<file path="src/decode_config.svh">
`ifndef DECODE_CONFIG_SVH
`define DECODE_CONFIG_SVH

// data path width.
`define DEC_XLEN 32

// register file address width.
`define DEC_REG_W 5

// micro-op tag width, wraps at 16.
`define DEC_TAG_W 4

// major opcode field, bits 6 to 0.
`define DEC_OPC_W 7

`endif
</file>
<file path="src/decode_pkg.sv">
`include "decode_config.svh"

package decode_pkg;

    typedef enum logic [5:0] {
        KIND_ILLEGAL,
        KIND_LUI, KIND_AUIPC, KIND_JAL, KIND_JALR,
        KIND_BEQ, KIND_BNE, KIND_BLT, KIND_BGE, KIND_BLTU, KIND_BGEU,
        KIND_LB, KIND_LH, KIND_LW, KIND_LBU, KIND_LHU,
        KIND_SB, KIND_SH, KIND_SW,
        KIND_ADDI, KIND_SLTI, KIND_SLTIU, KIND_XORI, KIND_ORI, KIND_ANDI,
        KIND_SLLI, KIND_SRLI, KIND_SRAI,
        KIND_ADD, KIND_SUB, KIND_SLT, KIND_SLTU, KIND_XOR, KIND_OR, KIND_AND
    } instr_kind_e;

    typedef enum logic [2:0] {
        IMM_NONE, IMM_I, IMM_S, IMM_B, IMM_U, IMM_J, IMM_SHAMT
    } imm_fmt_e;

    typedef enum logic [3:0] {
        ALU_NOP, ALU_ADD, ALU_SUB, ALU_SLT, ALU_SLTU, ALU_XOR,
        ALU_OR, ALU_AND, ALU_SLL, ALU_SRL, ALU_SRA
    } alu_op_e;

    // shared by both operand selects.
    typedef enum logic [2:0] {
        OPND_NONE, OPND_RS1, OPND_RS2, OPND_IMM, OPND_PC
    } opnd_sel_e;

    typedef enum logic [3:0] {
        BR_NONE, BR_BEQ, BR_BNE, BR_BLT, BR_BGE, BR_BLTU, BR_BGEU, BR_JAL, BR_JALR
    } branch_e;

    typedef enum logic [3:0] {
        MEM_NONE, MEM_LB, MEM_LH, MEM_LW, MEM_LBU, MEM_LHU, MEM_SB, MEM_SH, MEM_SW
    } mem_op_e;

    // OPND1 forwards operand 1 untouched, used by lui.
    typedef enum logic [2:0] {
        WB_NONE, WB_ALU, WB_OPND1, WB_MEM, WB_LINK
    } wb_sel_e;

    typedef struct packed {
        logic [`DEC_XLEN-1:0] instr;
        logic [`DEC_XLEN-1:0] pc;
        logic                 taken; // predicted taken by fetch.
    } fetch_t;

    typedef struct packed {
        logic [`DEC_XLEN-1:0]  pc;
        logic [`DEC_TAG_W-1:0] tag;
        logic                  taken;
        logic                  illegal;
        logic [`DEC_REG_W-1:0] rs1;
        logic                  rs1_en;
        logic [`DEC_REG_W-1:0] rs2;
        logic                  rs2_en;
        logic [`DEC_REG_W-1:0] rd;
        logic                  rd_en;
        logic [`DEC_XLEN-1:0]  imm;
        opnd_sel_e             op1_sel;
        opnd_sel_e             op2_sel;
        alu_op_e               alu_op;
        branch_e               branch_op;
        mem_op_e               mem_op;
        wb_sel_e               wb_sel;
    } uop_t;

endpackage

</file>
<file path="src/decode_stage.sv">
`timescale 1ns/1ps
`include "decode_config.svh"

module decode_stage (
    input  logic               clk_i,
    input  logic               rstn_i,
    input  logic               flush_i,
    input  decode_pkg::fetch_t fetch_i,
    input  logic               fetch_valid_i,
    output logic               fetch_ready_o,
    output decode_pkg::uop_t   uop_o,
    output logic               uop_valid_o,
    input  logic               uop_ready_i
);

    decode_pkg::instr_kind_e kind;
    decode_pkg::imm_fmt_e    fmt;
    logic [`DEC_XLEN-1:0]    imm;
    decode_pkg::uop_t        built_uop; // tag still zero here.

    instr_match u_match (
        .instr_i (fetch_i.instr),
        .kind_o  (kind),
        .fmt_o   (fmt)
    );

    imm_gen u_imm (
        .instr_i (fetch_i.instr),
        .fmt_i   (fmt),
        .imm_o   (imm)
    );

    uop_builder u_builder (
        .fetch_i (fetch_i),
        .kind_i  (kind),
        .imm_i   (imm),
        .uop_o   (built_uop)
    );

    uop_slot u_slot (
        .clk_i       (clk_i),
        .rstn_i      (rstn_i),
        .flush_i     (flush_i),
        .in_valid_i  (fetch_valid_i),
        .in_uop_i    (built_uop),
        .in_ready_o  (fetch_ready_o),
        .out_valid_o (uop_valid_o),
        .out_ready_i (uop_ready_i),
        .out_uop_o   (uop_o)
    );

endmodule

</file>
<file path="src/uop_slot.sv">
`timescale 1ns/1ps
`include "decode_config.svh"

module uop_slot (
    input  logic             clk_i,
    input  logic             rstn_i,
    input  logic             flush_i,
    input  logic             in_valid_i,
    input  decode_pkg::uop_t in_uop_i,
    output logic             in_ready_o,
    output logic             out_valid_o,
    input  logic             out_ready_i,
    output decode_pkg::uop_t out_uop_o
);

    logic                  full_q;
    logic [`DEC_TAG_W-1:0] tag_q;
    logic                  load;
    decode_pkg::uop_t      uop_q;
    decode_pkg::uop_t      stamped;

    assign in_ready_o = !full_q || out_ready_i || flush_i;
    assign load = in_valid_i && in_ready_o && !flush_i; // flushed input is dropped.

    always_comb
    begin
        stamped = in_uop_i;
        stamped.tag = tag_q;
    end

    always_ff @(posedge clk_i)
    begin
        if (!rstn_i)
        begin
            full_q <= 1'b0;
            tag_q <= '0;
        end
        else if (flush_i)
        begin
            full_q <= 1'b0;
        end
        else if (load)
        begin
            full_q <= 1'b1;
            if (!in_uop_i.illegal)
            begin
                tag_q <= tag_q + 1'b1; // wraps naturally.
            end
        end
        else if (out_ready_i)
        begin
            full_q <= 1'b0;
        end
    end

    always_ff @(posedge clk_i)
    begin
        if (load)
        begin
            uop_q <= stamped;
        end
    end

    assign out_valid_o = full_q;
    assign out_uop_o = uop_q;

endmodule

</file>
<file path="src/uop_builder.sv">
`timescale 1ns/1ps
`include "decode_config.svh"

module uop_builder (
    input  decode_pkg::fetch_t      fetch_i,
    input  decode_pkg::instr_kind_e kind_i,
    input  logic [`DEC_XLEN-1:0]   imm_i,
    output decode_pkg::uop_t        uop_o
);

    always_comb
    begin
        uop_o = '0;
        uop_o.pc = fetch_i.pc;
        uop_o.taken = fetch_i.taken;
        uop_o.illegal = (kind_i == decode_pkg::KIND_ILLEGAL);

        if (!uop_o.illegal)
        begin
            uop_o.rs1 = fetch_i.instr[19:15];
            uop_o.rs2 = fetch_i.instr[24:20];
            uop_o.rd = fetch_i.instr[11:7];
            uop_o.imm = imm_i;
        end

        // operand routing and write-back by instruction class.
        unique case (kind_i)
            decode_pkg::KIND_ADD, decode_pkg::KIND_SUB, decode_pkg::KIND_SLT,
            decode_pkg::KIND_SLTU, decode_pkg::KIND_XOR, decode_pkg::KIND_OR,
            decode_pkg::KIND_AND:
            begin
                uop_o.rs1_en = 1'b1;
                uop_o.rs2_en = 1'b1;
                uop_o.op1_sel = decode_pkg::OPND_RS1;
                uop_o.op2_sel = decode_pkg::OPND_RS2;
                uop_o.wb_sel = decode_pkg::WB_ALU;
            end
            decode_pkg::KIND_ADDI, decode_pkg::KIND_SLTI, decode_pkg::KIND_SLTIU,
            decode_pkg::KIND_XORI, decode_pkg::KIND_ORI, decode_pkg::KIND_ANDI,
            decode_pkg::KIND_SLLI, decode_pkg::KIND_SRLI, decode_pkg::KIND_SRAI:
            begin
                uop_o.rs1_en = 1'b1;
                uop_o.op1_sel = decode_pkg::OPND_RS1;
                uop_o.op2_sel = decode_pkg::OPND_IMM;
                uop_o.wb_sel = decode_pkg::WB_ALU;
            end
            decode_pkg::KIND_LUI:
            begin
                uop_o.op1_sel = decode_pkg::OPND_IMM;
                uop_o.wb_sel = decode_pkg::WB_OPND1; // no alu pass needed.
            end
            decode_pkg::KIND_AUIPC:
            begin
                uop_o.op1_sel = decode_pkg::OPND_PC;
                uop_o.op2_sel = decode_pkg::OPND_IMM;
                uop_o.wb_sel = decode_pkg::WB_ALU;
            end
            decode_pkg::KIND_JAL:
            begin
                uop_o.wb_sel = decode_pkg::WB_LINK;
            end
            decode_pkg::KIND_JALR:
            begin
                uop_o.rs1_en = 1'b1;
                uop_o.wb_sel = decode_pkg::WB_LINK;
            end
            decode_pkg::KIND_BEQ, decode_pkg::KIND_BNE, decode_pkg::KIND_BLT,
            decode_pkg::KIND_BGE, decode_pkg::KIND_BLTU, decode_pkg::KIND_BGEU:
            begin
                uop_o.rs1_en = 1'b1;
                uop_o.rs2_en = 1'b1;
                uop_o.op1_sel = decode_pkg::OPND_RS1;
                uop_o.op2_sel = decode_pkg::OPND_RS2;
            end
            decode_pkg::KIND_LB, decode_pkg::KIND_LH, decode_pkg::KIND_LW,
            decode_pkg::KIND_LBU, decode_pkg::KIND_LHU:
            begin
                uop_o.rs1_en = 1'b1;
                uop_o.op1_sel = decode_pkg::OPND_RS1;
                uop_o.op2_sel = decode_pkg::OPND_IMM;
                uop_o.wb_sel = decode_pkg::WB_MEM;
            end
            decode_pkg::KIND_SB, decode_pkg::KIND_SH, decode_pkg::KIND_SW:
            begin
                uop_o.rs1_en = 1'b1;
                uop_o.rs2_en = 1'b1; // store data.
                uop_o.op1_sel = decode_pkg::OPND_RS1;
                uop_o.op2_sel = decode_pkg::OPND_IMM;
            end
            default:
            begin
                uop_o.wb_sel = decode_pkg::WB_NONE;
            end
        endcase

        uop_o.rd_en = (uop_o.wb_sel != decode_pkg::WB_NONE);

        unique case (kind_i)
            decode_pkg::KIND_ADD, decode_pkg::KIND_ADDI, decode_pkg::KIND_AUIPC,
            decode_pkg::KIND_LB, decode_pkg::KIND_LH, decode_pkg::KIND_LW,
            decode_pkg::KIND_LBU, decode_pkg::KIND_LHU, decode_pkg::KIND_SB,
            decode_pkg::KIND_SH, decode_pkg::KIND_SW:
                uop_o.alu_op = decode_pkg::ALU_ADD; // address add for memory ops.
            decode_pkg::KIND_SUB:
                uop_o.alu_op = decode_pkg::ALU_SUB;
            decode_pkg::KIND_SLT, decode_pkg::KIND_SLTI:
                uop_o.alu_op = decode_pkg::ALU_SLT;
            decode_pkg::KIND_SLTU, decode_pkg::KIND_SLTIU:
                uop_o.alu_op = decode_pkg::ALU_SLTU;
            decode_pkg::KIND_XOR, decode_pkg::KIND_XORI:
                uop_o.alu_op = decode_pkg::ALU_XOR;
            decode_pkg::KIND_OR, decode_pkg::KIND_ORI:
                uop_o.alu_op = decode_pkg::ALU_OR;
            decode_pkg::KIND_AND, decode_pkg::KIND_ANDI:
                uop_o.alu_op = decode_pkg::ALU_AND;
            decode_pkg::KIND_SLLI:
                uop_o.alu_op = decode_pkg::ALU_SLL;
            decode_pkg::KIND_SRLI:
                uop_o.alu_op = decode_pkg::ALU_SRL;
            decode_pkg::KIND_SRAI:
                uop_o.alu_op = decode_pkg::ALU_SRA;
            default:
                uop_o.alu_op = decode_pkg::ALU_NOP;
        endcase

        unique case (kind_i)
            decode_pkg::KIND_BEQ:  uop_o.branch_op = decode_pkg::BR_BEQ;
            decode_pkg::KIND_BNE:  uop_o.branch_op = decode_pkg::BR_BNE;
            decode_pkg::KIND_BLT:  uop_o.branch_op = decode_pkg::BR_BLT;
            decode_pkg::KIND_BGE:  uop_o.branch_op = decode_pkg::BR_BGE;
            decode_pkg::KIND_BLTU: uop_o.branch_op = decode_pkg::BR_BLTU;
            decode_pkg::KIND_BGEU: uop_o.branch_op = decode_pkg::BR_BGEU;
            decode_pkg::KIND_JAL:  uop_o.branch_op = decode_pkg::BR_JAL;
            decode_pkg::KIND_JALR: uop_o.branch_op = decode_pkg::BR_JALR;
            default:               uop_o.branch_op = decode_pkg::BR_NONE;
        endcase

        unique case (kind_i)
            decode_pkg::KIND_LB:  uop_o.mem_op = decode_pkg::MEM_LB;
            decode_pkg::KIND_LH:  uop_o.mem_op = decode_pkg::MEM_LH;
            decode_pkg::KIND_LW:  uop_o.mem_op = decode_pkg::MEM_LW;
            decode_pkg::KIND_LBU: uop_o.mem_op = decode_pkg::MEM_LBU;
            decode_pkg::KIND_LHU: uop_o.mem_op = decode_pkg::MEM_LHU;
            decode_pkg::KIND_SB:  uop_o.mem_op = decode_pkg::MEM_SB;
            decode_pkg::KIND_SH:  uop_o.mem_op = decode_pkg::MEM_SH;
            decode_pkg::KIND_SW:  uop_o.mem_op = decode_pkg::MEM_SW;
            default:              uop_o.mem_op = decode_pkg::MEM_NONE;
        endcase
    end

endmodule

</file>
<file path="src/imm_gen.sv">
`timescale 1ns/1ps
`include "decode_config.svh"

module imm_gen (
    input  logic [`DEC_XLEN-1:0] instr_i,
    input  decode_pkg::imm_fmt_e  fmt_i,
    output logic [`DEC_XLEN-1:0] imm_o
);

    always_comb
    begin
        unique case (fmt_i)
            decode_pkg::IMM_I:
                imm_o = {{20{instr_i[31]}}, instr_i[31:20]};
            decode_pkg::IMM_S:
                imm_o = {{20{instr_i[31]}}, instr_i[31:25], instr_i[11:7]};
            decode_pkg::IMM_B:
                imm_o = {{19{instr_i[31]}}, instr_i[31], instr_i[7],
                         instr_i[30:25], instr_i[11:8], 1'b0}; // halfword offset.
            decode_pkg::IMM_U:
                imm_o = {instr_i[31:12], 12'b0};
            decode_pkg::IMM_J:
                imm_o = {{11{instr_i[31]}}, instr_i[31], instr_i[19:12],
                         instr_i[20], instr_i[30:21], 1'b0};
            decode_pkg::IMM_SHAMT:
                imm_o = {27'b0, instr_i[24:20]}; // unsigned shift amount.
            default:
                imm_o = '0;
        endcase
    end

endmodule

</file>
<file path="src/instr_match.sv">
`timescale 1ns/1ps
`include "decode_config.svh"

module instr_match (
    input  logic [`DEC_XLEN-1:0]   instr_i,
    output decode_pkg::instr_kind_e kind_o,
    output decode_pkg::imm_fmt_e    fmt_o
);

    localparam logic [`DEC_XLEN-1:0] M_OPC = 32'h0000_007f; // opcode only.
    localparam logic [`DEC_XLEN-1:0] M_F3  = 32'h0000_707f; // opcode and funct3.
    localparam logic [`DEC_XLEN-1:0] M_F7  = 32'hfe00_707f; // plus funct7.

    logic [`DEC_OPC_W-1:0] opcode;

    function automatic logic hit(
        input logic [`DEC_XLEN-1:0] word,
        input logic [`DEC_XLEN-1:0] mask,
        input logic [`DEC_XLEN-1:0] value
    );
        return (word & mask) == value;
    endfunction

    assign opcode = instr_i[`DEC_OPC_W-1:0];

    // encodings are disjoint, so at most one test fires.
    always_comb
    begin
        kind_o = decode_pkg::KIND_ILLEGAL;
        if (hit(instr_i, M_OPC, 32'h0000_0037)) kind_o = decode_pkg::KIND_LUI;
        if (hit(instr_i, M_OPC, 32'h0000_0017)) kind_o = decode_pkg::KIND_AUIPC;
        if (hit(instr_i, M_OPC, 32'h0000_006f)) kind_o = decode_pkg::KIND_JAL;
        if (hit(instr_i, M_F3, 32'h0000_0067)) kind_o = decode_pkg::KIND_JALR;
        if (hit(instr_i, M_F3, 32'h0000_0063)) kind_o = decode_pkg::KIND_BEQ;
        if (hit(instr_i, M_F3, 32'h0000_1063)) kind_o = decode_pkg::KIND_BNE;
        if (hit(instr_i, M_F3, 32'h0000_4063)) kind_o = decode_pkg::KIND_BLT;
        if (hit(instr_i, M_F3, 32'h0000_5063)) kind_o = decode_pkg::KIND_BGE;
        if (hit(instr_i, M_F3, 32'h0000_6063)) kind_o = decode_pkg::KIND_BLTU;
        if (hit(instr_i, M_F3, 32'h0000_7063)) kind_o = decode_pkg::KIND_BGEU;
        if (hit(instr_i, M_F3, 32'h0000_0003)) kind_o = decode_pkg::KIND_LB;
        if (hit(instr_i, M_F3, 32'h0000_1003)) kind_o = decode_pkg::KIND_LH;
        if (hit(instr_i, M_F3, 32'h0000_2003)) kind_o = decode_pkg::KIND_LW;
        if (hit(instr_i, M_F3, 32'h0000_4003)) kind_o = decode_pkg::KIND_LBU;
        if (hit(instr_i, M_F3, 32'h0000_5003)) kind_o = decode_pkg::KIND_LHU;
        if (hit(instr_i, M_F3, 32'h0000_0023)) kind_o = decode_pkg::KIND_SB;
        if (hit(instr_i, M_F3, 32'h0000_1023)) kind_o = decode_pkg::KIND_SH;
        if (hit(instr_i, M_F3, 32'h0000_2023)) kind_o = decode_pkg::KIND_SW;
        if (hit(instr_i, M_F3, 32'h0000_0013)) kind_o = decode_pkg::KIND_ADDI;
        if (hit(instr_i, M_F3, 32'h0000_2013)) kind_o = decode_pkg::KIND_SLTI;
        if (hit(instr_i, M_F3, 32'h0000_3013)) kind_o = decode_pkg::KIND_SLTIU;
        if (hit(instr_i, M_F3, 32'h0000_4013)) kind_o = decode_pkg::KIND_XORI;
        if (hit(instr_i, M_F3, 32'h0000_6013)) kind_o = decode_pkg::KIND_ORI;
        if (hit(instr_i, M_F3, 32'h0000_7013)) kind_o = decode_pkg::KIND_ANDI;
        if (hit(instr_i, M_F7, 32'h0000_1013)) kind_o = decode_pkg::KIND_SLLI;
        if (hit(instr_i, M_F7, 32'h0000_5013)) kind_o = decode_pkg::KIND_SRLI;
        if (hit(instr_i, M_F7, 32'h4000_5013)) kind_o = decode_pkg::KIND_SRAI;
        if (hit(instr_i, M_F7, 32'h0000_0033)) kind_o = decode_pkg::KIND_ADD;
        if (hit(instr_i, M_F7, 32'h4000_0033)) kind_o = decode_pkg::KIND_SUB;
        if (hit(instr_i, M_F7, 32'h0000_2033)) kind_o = decode_pkg::KIND_SLT;
        if (hit(instr_i, M_F7, 32'h0000_3033)) kind_o = decode_pkg::KIND_SLTU;
        if (hit(instr_i, M_F7, 32'h0000_4033)) kind_o = decode_pkg::KIND_XOR;
        if (hit(instr_i, M_F7, 32'h0000_6033)) kind_o = decode_pkg::KIND_OR;
        if (hit(instr_i, M_F7, 32'h0000_7033)) kind_o = decode_pkg::KIND_AND;
        if (opcode[1:0] != 2'b11) kind_o = decode_pkg::KIND_ILLEGAL; // compressed space.
    end

    always_comb
    begin
        unique case (kind_o)
            decode_pkg::KIND_LUI, decode_pkg::KIND_AUIPC:
                fmt_o = decode_pkg::IMM_U;
            decode_pkg::KIND_JAL:
                fmt_o = decode_pkg::IMM_J;
            decode_pkg::KIND_BEQ, decode_pkg::KIND_BNE, decode_pkg::KIND_BLT,
            decode_pkg::KIND_BGE, decode_pkg::KIND_BLTU, decode_pkg::KIND_BGEU:
                fmt_o = decode_pkg::IMM_B;
            decode_pkg::KIND_SB, decode_pkg::KIND_SH, decode_pkg::KIND_SW:
                fmt_o = decode_pkg::IMM_S;
            decode_pkg::KIND_SLLI, decode_pkg::KIND_SRLI, decode_pkg::KIND_SRAI:
                fmt_o = decode_pkg::IMM_SHAMT;
            decode_pkg::KIND_JALR, decode_pkg::KIND_LB, decode_pkg::KIND_LH,
            decode_pkg::KIND_LW, decode_pkg::KIND_LBU, decode_pkg::KIND_LHU,
            decode_pkg::KIND_ADDI, decode_pkg::KIND_SLTI, decode_pkg::KIND_SLTIU,
            decode_pkg::KIND_XORI, decode_pkg::KIND_ORI, decode_pkg::KIND_ANDI:
                fmt_o = decode_pkg::IMM_I;
            default:
                fmt_o = decode_pkg::IMM_NONE; // register ops and illegal.
        endcase
    end

endmodule

</file>
<file path="config.mk">
export PLATFORM = sky130hd
export DESIGN_NAME = decode_stage
export DESIGN_NICKNAME = d
export VERILOG_FILES = /design/src/decode_pkg.sv /design/src/decode_stage.sv /design/src/uop_slot.sv /design/src/uop_builder.sv /design/src/imm_gen.sv /design/src/instr_match.sv
export VERILOG_INCLUDE_DIRS = /design/src
export SDC_FILE = /design/constraint.sdc
export NUM_CORES = 1
export LEC_CHECK = 0
export BUFFER_PORTS_ARGS = -buffer_cell sky130_fd_sc_hd__buf_2
export CELL_PAD_IN_SITES_DETAIL_PLACEMENT = 1
export CELL_PAD_IN_SITES_GLOBAL_PLACEMENT = 1
export CORE_MARGIN = 1
export CORE_UTILIZATION = 42
export DETAILED_ROUTE_END_ITERATION = 16
export GPL_ROUTABILITY_DRIVEN = 0
export PLACE_DENSITY = 0.91
export SLEW_MARGIN = 20
export SYNTH_ARGS = -nofsm -noshare
export SYNTH_HDL_FRONTEND = slang
export SYNTH_SLANG_ARGS = --single-unit
</file>
<file path="constraint.sdc">
create_clock -name clk_i -period 39.4 [get_ports clk_i]
set_clock_uncertainty 0.15 [all_clocks]
set_input_delay 9.85 -clock clk_i [delete_from_list [all_inputs] [get_ports clk_i]]
set_output_delay 9.85 -clock clk_i [all_outputs]
set_load 0.01 [all_outputs]
</file>
# --- After elaboration in Yosys (flattened, before gate mapping) ---
# Memories as Yosys holds them, arrays and structs flattened. A register that Yosys moved wholly into a read port is not among the register bits.
# Index checks and enable logic that the tools add are counted.
# Widths: inputs -> output; s select.
op_classes:
  n_addsub: 1
  multipliers: 0
  div: 0
  magnitude_cmp: 0
  eq_ne: 75
  shifts: 0
  mux: 44
  bitwise: 3
  n_reduce_logical: 21
ops:
  columns: ["operator", "count"]
  rows:
  - ["$mux 6", 34]
  - ["$pmux 32 s6", 1]
  - ["$eq 6x5->1 const B", 16]
  - ["$eq 10x10->1 const B", 9]
  - ["$eq 17x10->1 const B", 4]
  - ["$eq 6x4->1 const B", 8]
  - ["$eq 10x9->1 const B", 4]
  - ["$eq 17x16->1 const B", 2]
  - ["$eq 17x9->1 const B", 2]
  - ["$reduce_or 31->1", 1]
  - ["$eq 10x8->1 const B", 3]
  - ["$reduce_or 30->1", 1]
  - ["$eq 6x3->1 const B", 4]
  - ["$eq 10x7->1 const B", 2]
  - ["$eq 6x6->1 const B", 3]
  - ["$reduce_or 18->1", 1]
  - ["$eq 17x6->1 const B", 1]
  - ["$eq 17x8->1 const B", 1]
  - ["$reduce_or 17->1", 1]
  - ["$reduce_or 16->1", 1]
  - ["$reduce_or 13->1", 1]
  - ["$eq 6x2->1 const B", 2]
  - ["$pmux 3 s4", 1]
  - ["$eq 10x2->1 const B", 1]
  - ["26 further kinds", 40]
totals:
  register_bits: 102
  latch_bits: 0
  mem_bits_rw: 0
  mem_bits_ro: 544
  inputBits: 70
  output_inout_bits: 111
  wordCells: 164
  memories: 4
memory_table:
  columns: ["name", "depth", "word_bits", "read_ports", "rd_clocked_by_memory_dff", "wr", "line", "text"]
  rows:
  - ["(no name shown)", 64, 4, 1, 1, 0, "uop_builder.sv:98", "unique case (kind_i)"]
  - ["(no name shown)", 32, 4, 1, 1, 0, "uop_builder.sv:138", "unique case (kind_i)"]
  - ["(no name shown)", 32, 3, 1, 0, 0, "instr_match.sv:69", "unique case (kind_o)"]
  - ["(no name shown)", 16, 4, 1, 1, 0, "uop_builder.sv:126", "unique case (kind_i)"]

# --- Longest topological paths before layout ---
# Gate-level depths: netlist (run 1).
logic_depth:
  ltp_word: 40
  depth_mapped: 19
  ltp_nobuf: 15

# --- Hierarchy ---
# From an unflattened synthesis (run 1), not the netlist that was laid out.
unflattened:
  hier_cells: 531
  area_unflattened_um2: 6236.0
modules_own_cells:
  columns: ["module", "n_inst", "cells_each", "area_per_inst_um2", "seq_area_each_um2"]
  rows:
  - ["uop_slot", 1, 137, 3572.2, 3373.2]
  - ["uop_builder", 1, 215, 1377.6, 0.0]
  - ["instr_match", 1, 112, 867.1, 0.0]
  - ["imm_gen", 1, 67, 419.2, 0.0]

# --- Worst setup path before layout (run 1) ---
# No wires, ideal clock.
synth_timing:
  path_kind: "input port to output port"
  from: "in uop_ready_i"
  to: "out fetch_ready_o"
  arrival_time_ps: 10119
  t_required_ps: 29400
  setup_slack_ps: 19281
  stages: 2
  path_buffers: 0
  cell_sequence: "nor2b_1 -> nand2b_1"
synth_via:
  elab_chain_len: 2
synth_lines:
  columns: ["element", "line", "text"]
  rows:
  - ["start, declared", "decode_stage.sv:13", "input logic uop_ready_i"]
  - ["$logic_or 1x1->1 (2 in a row)", "uop_slot.sv:22", "assign in_ready_o = !full_q || out_ready_i || flush_i;"]
  - ["end, declared", "decode_stage.sv:10", "output logic fetch_ready_o,"]
# Every way passes these cells.

# --- Worst setup path after layout (run 1) ---
# Same ends and word-level chain as after synthesis.

==> results of run 1 <==
==> cells in the mapped netlist (all sizes together) (5+ instances only) <==
master and count:
nor2 35, edfxtp 108, a21o 5, and2 29, ha 7, nor2b 6, dfxtp 5, o22ai 10
nor3 13, a21oi 35, nand4 6, buf 17, clkbuf 10, nand3 13, xnor2 7, nand2b 8
inv 8, nand2 48, o21ai 19, and3 8
==> sequential cells by signal, summed over array words and instances, names as in the netlist <==
signal / count
u_slot.tag_q: 4
u_slot.out_valid_o: 1
u_slot.out_uop_o: 108
==> power groups by stage <==
stage          Clock, mW  Combinational [mW]  Sequential (mW)
2_1_floorplan          0             0.00959            0.141
3_3_place_gp           0              0.0200            0.138
3_5_place_dp           0              0.0214            0.138
4_1_cts            0.169              0.0223            0.136
5_1_grt            0.173              0.0242            0.136
6_report           0.168              0.0228            0.136
==> worst reg2reg max path: cells and delay by family, from the launching register on <==
family / cells / cell delay, ns
simple gates: 4 / 0.95
flops: 1 / 0.32
xor+xnor: 1 / 0.21
buf+inv: 2 / 0.96
==> per-layer routing <==
metal | GRT usage | vias to the layer above | routed length [um]
li1 | - | 2099 | -
met1 | 0.358 | 2427 | 7560
met2 | 0.541 | 392 | 10500
met3 | 0.0973 | 96 | 2230
met4 | 0.195 | 0 | 1060
met5 | 0.00370 | - | 0
==> path summary, 6_finish.rpt <==
path,cells past startpoint,end,startpoint,slack (ns)
worst max register to register,7,u_slot.tag_q[2]$_SDFFE_PN0P_,u_slot.out_valid_o$_SDFFE_PP0P_,36.71
worst min register to register,0,u_slot.out_uop_o[76]$_DFFE_PP_,u_slot.tag_q[3]$_SDFFE_PN0P_,0.36
worst min-delay path,0,u_slot.out_uop_o[76]$_DFFE_PP_,u_slot.tag_q[3]$_SDFFE_PN0P_,0.36
worst max-delay path,4,fetch_ready_o,uop_ready_i,18.91
==> layout make-up <==
class                   count  area (sq um)  share of cell area
diodes                      1          2.50            0.000355
inverters                   8          30.0             0.00426
well taps                 172           215              0.0305
multi-input cells         316          1910               0.271
repair buffers            182           922               0.131
clock inverters            12           189              0.0268
clock buffers              20           437              0.0619
flip-flops and latches    113          3340               0.474
==> kinds of logic after synthesis <==
logic type | count (synthesis) | share of synthesized area
XOR/XNOR | 8 | 0.0129
adder cells (fa/ha/maj) | 8 | 0.0180
other | 1 | 0.000691
flip-flops | 113 | 0.616
AND/OR/NAND/NOR | 187 | 0.184
AO/OA/AOI/OAI | 110 | 0.132
buffers and inverters | 35 | 0.0328
multiplexers | 2 | 0.00392
==> per-stage QoR <==
stage                     cells  cell area (sq um)  utilization  hold slack, ns
final                       824               7050        0.559           0.357
after global routing        824               7050        0.559           0.349
after CTS                   823               7040        0.558           0.349
after detailed placement    791               6410        0.508           0.327
after global placement      791               6410        0.508           0.286
after floorplan             464               5420            -           0.279
==> results by group, run 1 <==
CTS
  • PostCTS Resize Cnt: 0
  • Post-CTS Setup Repair Bufs: 0
  • Clock transition at the registers of the reported paths: ~0.05 ns
  • Hold buffer count at cts: 0
  • Clock buffer depth: 2
  • # clock sinks: 113
  • CTS buffer count: 17
  • Worst-skew pair later-pin latency: 0.41 ns
  • CTS HTree Levels: 4
  • CTS root buf: clkbuf_16
  • CTS tree: yes

Layout
  • Final net count: 715
  • Most frequent cells in the layout: buf_2 (179), edfxtp_1 (108), nand2_1 (48)
  • Share of cells above drive strength 1: 0.339
  • Most common cell after layout, fill and taps aside: buf_2
  • Area delta synth->final: 30.0%
  • Fill count: between 1,000 and 1,500

Drt
  • Routed Antenna Nets: 0
  • Vias: 5,014
  • Iteration count of the initial detailed-routing pass: 5
  • Via density: approximately 6.1
  • DRT iter0 DRCs: 789
  • WL final: 21,300 um
  • DRC viols: 0
  • Drt wl/cell: ~26 um

Synth
  • Cell taking the most area after synthesis: edfxtp_1
  • Netlist cell types: 67
  • Post-synth EDFFs: 108
  • Synthesized area per cell: between 10 and 15 sq um
  • Net Count, Synth: 541
  • Post-Synthesis Cell Area: 5420 sq um
  • FFs w/ async S/R, synth: 0
  • #FFs+latches synth: 113
  • Top cells by area, synth: edfxtp_1 (60%), and2_1 (3.3%), nand2_1 (3.3%), a21oi_1 (3.2%), nor2_1 (2.3%)
  • Area share of the largest cell type after synthesis: 0.598
  • Ys Warns: 0
  • Sequential share of the synthesized area: 0.616
  • Mapped Cells: approximately 460
  • Most used DFF post-synth: edfxtp_1

Power
  • Comb power frac: 0.070
  • P_sw: 0.0732 mW
  • Clk pwr share: 0.514
  • Pwr per Cell Area: 46.4 nW/um^2
  • Switching Share: 0.224
  • Power, Total: 0.327 mW
  • Internal power: 0.254 mW
  • Seq pwr share: 0.416
  • VDD IR-drop max: 33.7 uV
  • Leakage: 2.98 nW

Outcome
  • Status: finished clean

Die
  • Die ar.: ~13,000 sq um
  • I/O pins: 181
  • Starting Density: 0.430
  • Die span in x: 116 um
  • DIE HEIGHT: 116 um
  • Core ar.: 12,600 sq um
  • Site Rows: just over 40

STA
  • Worst Tran Pin Value: 1.08 ns
  • Setup TNS: 0 ns
  • Max Freq: 48.8 MHz
  • Hold Fails Final Rpt: 0
  • Final setup margin: 18.91 ns
  • Tmin final: 20.49 ns
  • Final slew viol count: 0
  • Final setup vio count: 0
  • RSZ-0062 raised after global routing: false
  • Crit share post-route: 0.520
  • Rel. slew slack: 0.276

Worst setup path
  • Critical setup path kind: input port to output port
  • CP Launch Type: input port
  • CP Capture Type: output port
  • CP Cell Sequence: buf_2 > nor2b_1 > nand2b_1 > buf_2
  • Top delay family on crit path: simple AND/OR/NAND/NOR gates
  • CP arrival: 10.49 ns
  • Max incr delay on CP: 0.30 ns
  • Crit-path max FO: 3
  • Crit-path slowest cell: nor2b_1
  • Worst endpoint required time: 29.40 ns
  • Most used cell, CP: buf_2
  • Worst path bufs/invs: 2

Global routing
  • Largest net degree at the start of global routing: 95
  • First-pass GRT wire length: 31,300 um
  • Total grt overflow: 0
  • Vias in the first global route: 5,063
  • Initial antenna violation count: 1
  • All-Layer GR Usage: 0.321

Place
  • Final HPWL DP: 13,000 um
  • PortBufs: 179
  • DP Worst Slack: 18.95 ns

Hold path
  • HP Class: register to register

Flow run
  • Max Cap Violations: 0
No activity file was read; power rests on OpenSTA's default activity.
==> inputs of run 2 (changes only) <==
--- a/config.mk
+++ b/config.mk
@@ -10,10 +10,10 @@
 export CELL_PAD_IN_SITES_DETAIL_PLACEMENT = 1
 export CELL_PAD_IN_SITES_GLOBAL_PLACEMENT = 1
 export CORE_MARGIN = 1
-export CORE_UTILIZATION = 42
+export CORE_UTILIZATION = 35
 export DETAILED_ROUTE_END_ITERATION = 16
 export GPL_ROUTABILITY_DRIVEN = 0
-export PLACE_DENSITY = 0.91
+export PLACE_DENSITY = 0.82
 export SLEW_MARGIN = 20
 export SYNTH_ARGS = -nofsm -noshare
 export SYNTH_HDL_FRONTEND = slang
==> constraint.sdc (replaced) <==
create_clock -name clk_i -period 16.9 [get_ports clk_i]
set_clock_uncertainty 0.15 [all_clocks]
set_input_delay 4.225 -clock clk_i [delete_from_list [all_inputs] [get_ports clk_i]]
set_output_delay 4.225 -clock clk_i [all_outputs]
set_load 0.01 [all_outputs]
==> run 2 against run 1 <==
Sequential cell count unchanged. Core utilization decreased by 9.6 points. Design area decreased by 0.62%. Largest cell class unchanged. Wire length decreased by 21%. Critical path type unchanged. Global-route usage decreased by 11 points.
==> results by group, run 2 (synthesis results as in run 1) <==
CTS
  • # clock sinks: 113 (unchanged)
  • Hold buffer count at cts: 0 (unchanged)
  • CTS HTree Levels: 4 (unchanged)
  • CTS buffer count: 17 (unchanged)
  • Clock buffer depth: 2 (unchanged)
  • Worst-skew pair later-pin latency: 0.40 ns (about the same)
  • Clock transition at the registers of the reported paths: 0.05 ns (about the same)
  • CTS root buf: clkbuf_16
  • PostCTS Resize Cnt: 0 (unchanged)
  • CTS tree: yes
  • Post-CTS Setup Repair Bufs: 0 (unchanged)

Worst setup path
  • Reg2reg setup slack: 14.85 ns (-21.86 ns)
  • Reg2Reg Depth: 3 (-4)
  • Worst endpoint required time: 12.53 ns (-16.87 ns)
  • Max incr delay on CP: 0.24 ns (-0.06 ns)
  • Worst Setup EP: fetch_ready_o
  • Crit-path slowest cell: nor2b_1
  • Worst Setup SP: uop_ready_i
  • Reg-to-Reg Start: u_slot.out_valid_o$_SDFFE_PP0P_
  • Reg-to-reg endpoint: u_slot.out_uop_o[48]$_SDFFCE_PP0P_
  • Crit-path max FO: 3 (unchanged)
  • Worst path bufs/invs: 2 (unchanged)
  • CP Cell Sequence: buf_2 > nor2b_1 > nand2b_1 > buf_2
  • Critical setup path kind: input port to output port
  • Number of cells on the critical path: 4 (unchanged)
  • CP Capture Type: output port
  • CP Launch Type: input port
  • Most used cell, CP: buf_2
  • CP arrival: 4.83 ns (-5.66 ns)
  • Top delay family on crit path: simple AND/OR/NAND/NOR gates

Drt
  • Via density: 5.50 (-9.7%)
  • Vias: 4,606 (-8.1%)
  • Routed Antenna Nets: 0 (unchanged)
  • Iteration count of the initial detailed-routing pass: 5 (unchanged)
  • DRT iter0 DRCs: 378 (-52%)
  • WL final: 16,800 um (-21%)
  • Drt wl/cell: 20.1 um (-22%)
  • DRC viols: 0 (unchanged)

Die
  • Die ar.: 16,000 sq um (+20%)
  • DIE HEIGHT: 126 um (+9.4%)
  • Die span in x: 126 um (+9.4%)
  • I/O pins: 181 (unchanged)
  • Core ar.: 15,100 sq um (+20%)
  • Site Rows: 45 (+9.8%)
  • Starting Density: 0.358 (-0.0717)

STA
  • Worst Tran Pin Value: 1.02 ns (-0.0647 ns)
  • Setup TNS: 0 ns (unchanged)
  • Tmin final: around 9.2 ns
  • RSZ-0062 raised after global routing: false
  • Hold Fails Final Rpt: 0 (unchanged)
  • Final slew viol count: 0 (unchanged)
  • Crit share post-route: 0.545
  • Max Freq: 109 MHz
  • WHS: 0.314 ns (-0.0430 ns)
  • Rel. slew slack: 0.319 (+0.0434)
  • Final setup vio count: 0 (unchanged)

Place
  • Final HPWL DP: 12,300 um (-5.5%)
  • PortBufs: 179 (unchanged)

Global routing
  • Total grt overflow: 0 (unchanged)
  • Vias in the first global route: 4,634 (-8.5%)
  • Initial antenna violation count: 0 (-1)
  • First-pass GRT wire length: 25,800 um (-18%)
  • Largest net degree at the start of global routing: 79 (-17%)
  • All-Layer GR Usage: 0.210 (-0.111)

Layout
  • Most frequent cells in the layout: buf_2 (179), edfxtp_1 (108), nand2_1 (48)
  • Most common cell after layout, fill and taps aside: buf_2
  • Area delta synth->final: 29.2%
  • Share of cells above drive strength 1: 0.345 (+0.00514)
  • Finished Core Util: 0.463 (-0.0961)
  • Max reg flops: 108 (unchanged)
  • Final net count: 715 (unchanged)
  • Fill count: 1,649 (+19%)
  • Diode count: 0 (-1)

Power
  • Pwr per Cell Area: 101 nW/um^2 (+120%)
  • Leakage: 2.94 nW (-1.3%)
  • VDD IR-drop max: 65.3 uV (+94%)

Flow run
  • Max Cap Violations: 0 (unchanged)

Outcome
  • Status: finished clean

Hold path
  • HP Class: register to register
==> run 2: worst register-to-register path: stages (launching register included) <==
cell and delay, ns:
dfxtp_1 0.31, nor2b_1 0.16, nor3b_2 0.21, buf_4 0.76
==> run 2: metal layers <==
| layer | share of wire | wire (um) | GRT usage | vias to the layer above |
|---|---|---|---|---|
| met5 | 0 | 0 | 0 | - |
| met2 | 0.53 | 8870 | 0.385 | 236 |
| li1 | - | - | - | 2087 |
| met3 | 0.087 | 1470 | 0.0536 | 26 |
| met1 | 0.37 | 6230 | 0.238 | 2257 |
| met4 | 0.016 | 272 | 0.0666 | 0 |
==> run 2: layout make-up <==
class	count	area (sq um)	area share
clock buffer	17	425	0.0607
inverter	8	30.0	0.00428
timing repair buffer	182	918	0.131
clock inverter	14	143	0.0204
multi-input combinational	316	1910	0.273
tap	188	235	0.0336
sequential	113	3340	0.477
==> run 2: where the power goes <==
part           leakage (nW)  switching (mW)  internal (mW)
clock network         0.265           0.126          0.215
registers              1.15         0.00195          0.315
logic                  1.52          0.0327         0.0175
==> run 2: worst min path at each step <==
stage          cells after the start                             end                          from  slack (ns)
6_report                           0  u_slot.out_uop_o[76]$_DFFE_PP_  u_slot.tag_q[3]$_SDFFE_PN0P_        0.31
3_5_place_dp                       0  u_slot.out_uop_o[76]$_DFFE_PP_  u_slot.tag_q[3]$_SDFFE_PN0P_        0.30
3_3_place_gp                       0  u_slot.out_uop_o[76]$_DFFE_PP_  u_slot.tag_q[3]$_SDFFE_PN0P_        0.29
5_1_grt                            0  u_slot.out_uop_o[76]$_DFFE_PP_  u_slot.tag_q[3]$_SDFFE_PN0P_        0.34
2_1_floorplan                      0  u_slot.out_uop_o[76]$_DFFE_PP_  u_slot.tag_q[3]$_SDFFE_PN0P_        0.28
4_1_cts                            0  u_slot.out_uop_o[76]$_DFFE_PP_  u_slot.tag_q[3]$_SDFFE_PN0P_        0.31
==> run 2: metrics by stage <==
step / std cells / instance area [sq um] / setup WS (ns) / power, mW
global route: 838 / 7010 / 7.67 / 0.726
floorplan: 464 / 5420 / 3.21 / 0.352
CTS: 838 / 7000 / 7.70 / 0.713
detailed placement: 807 / 6430 / 7.61 / 0.372
global placement: 807 / 6430 / 7.76 / 0.369
finish: 838 / 7010 / 7.70 / 0.708
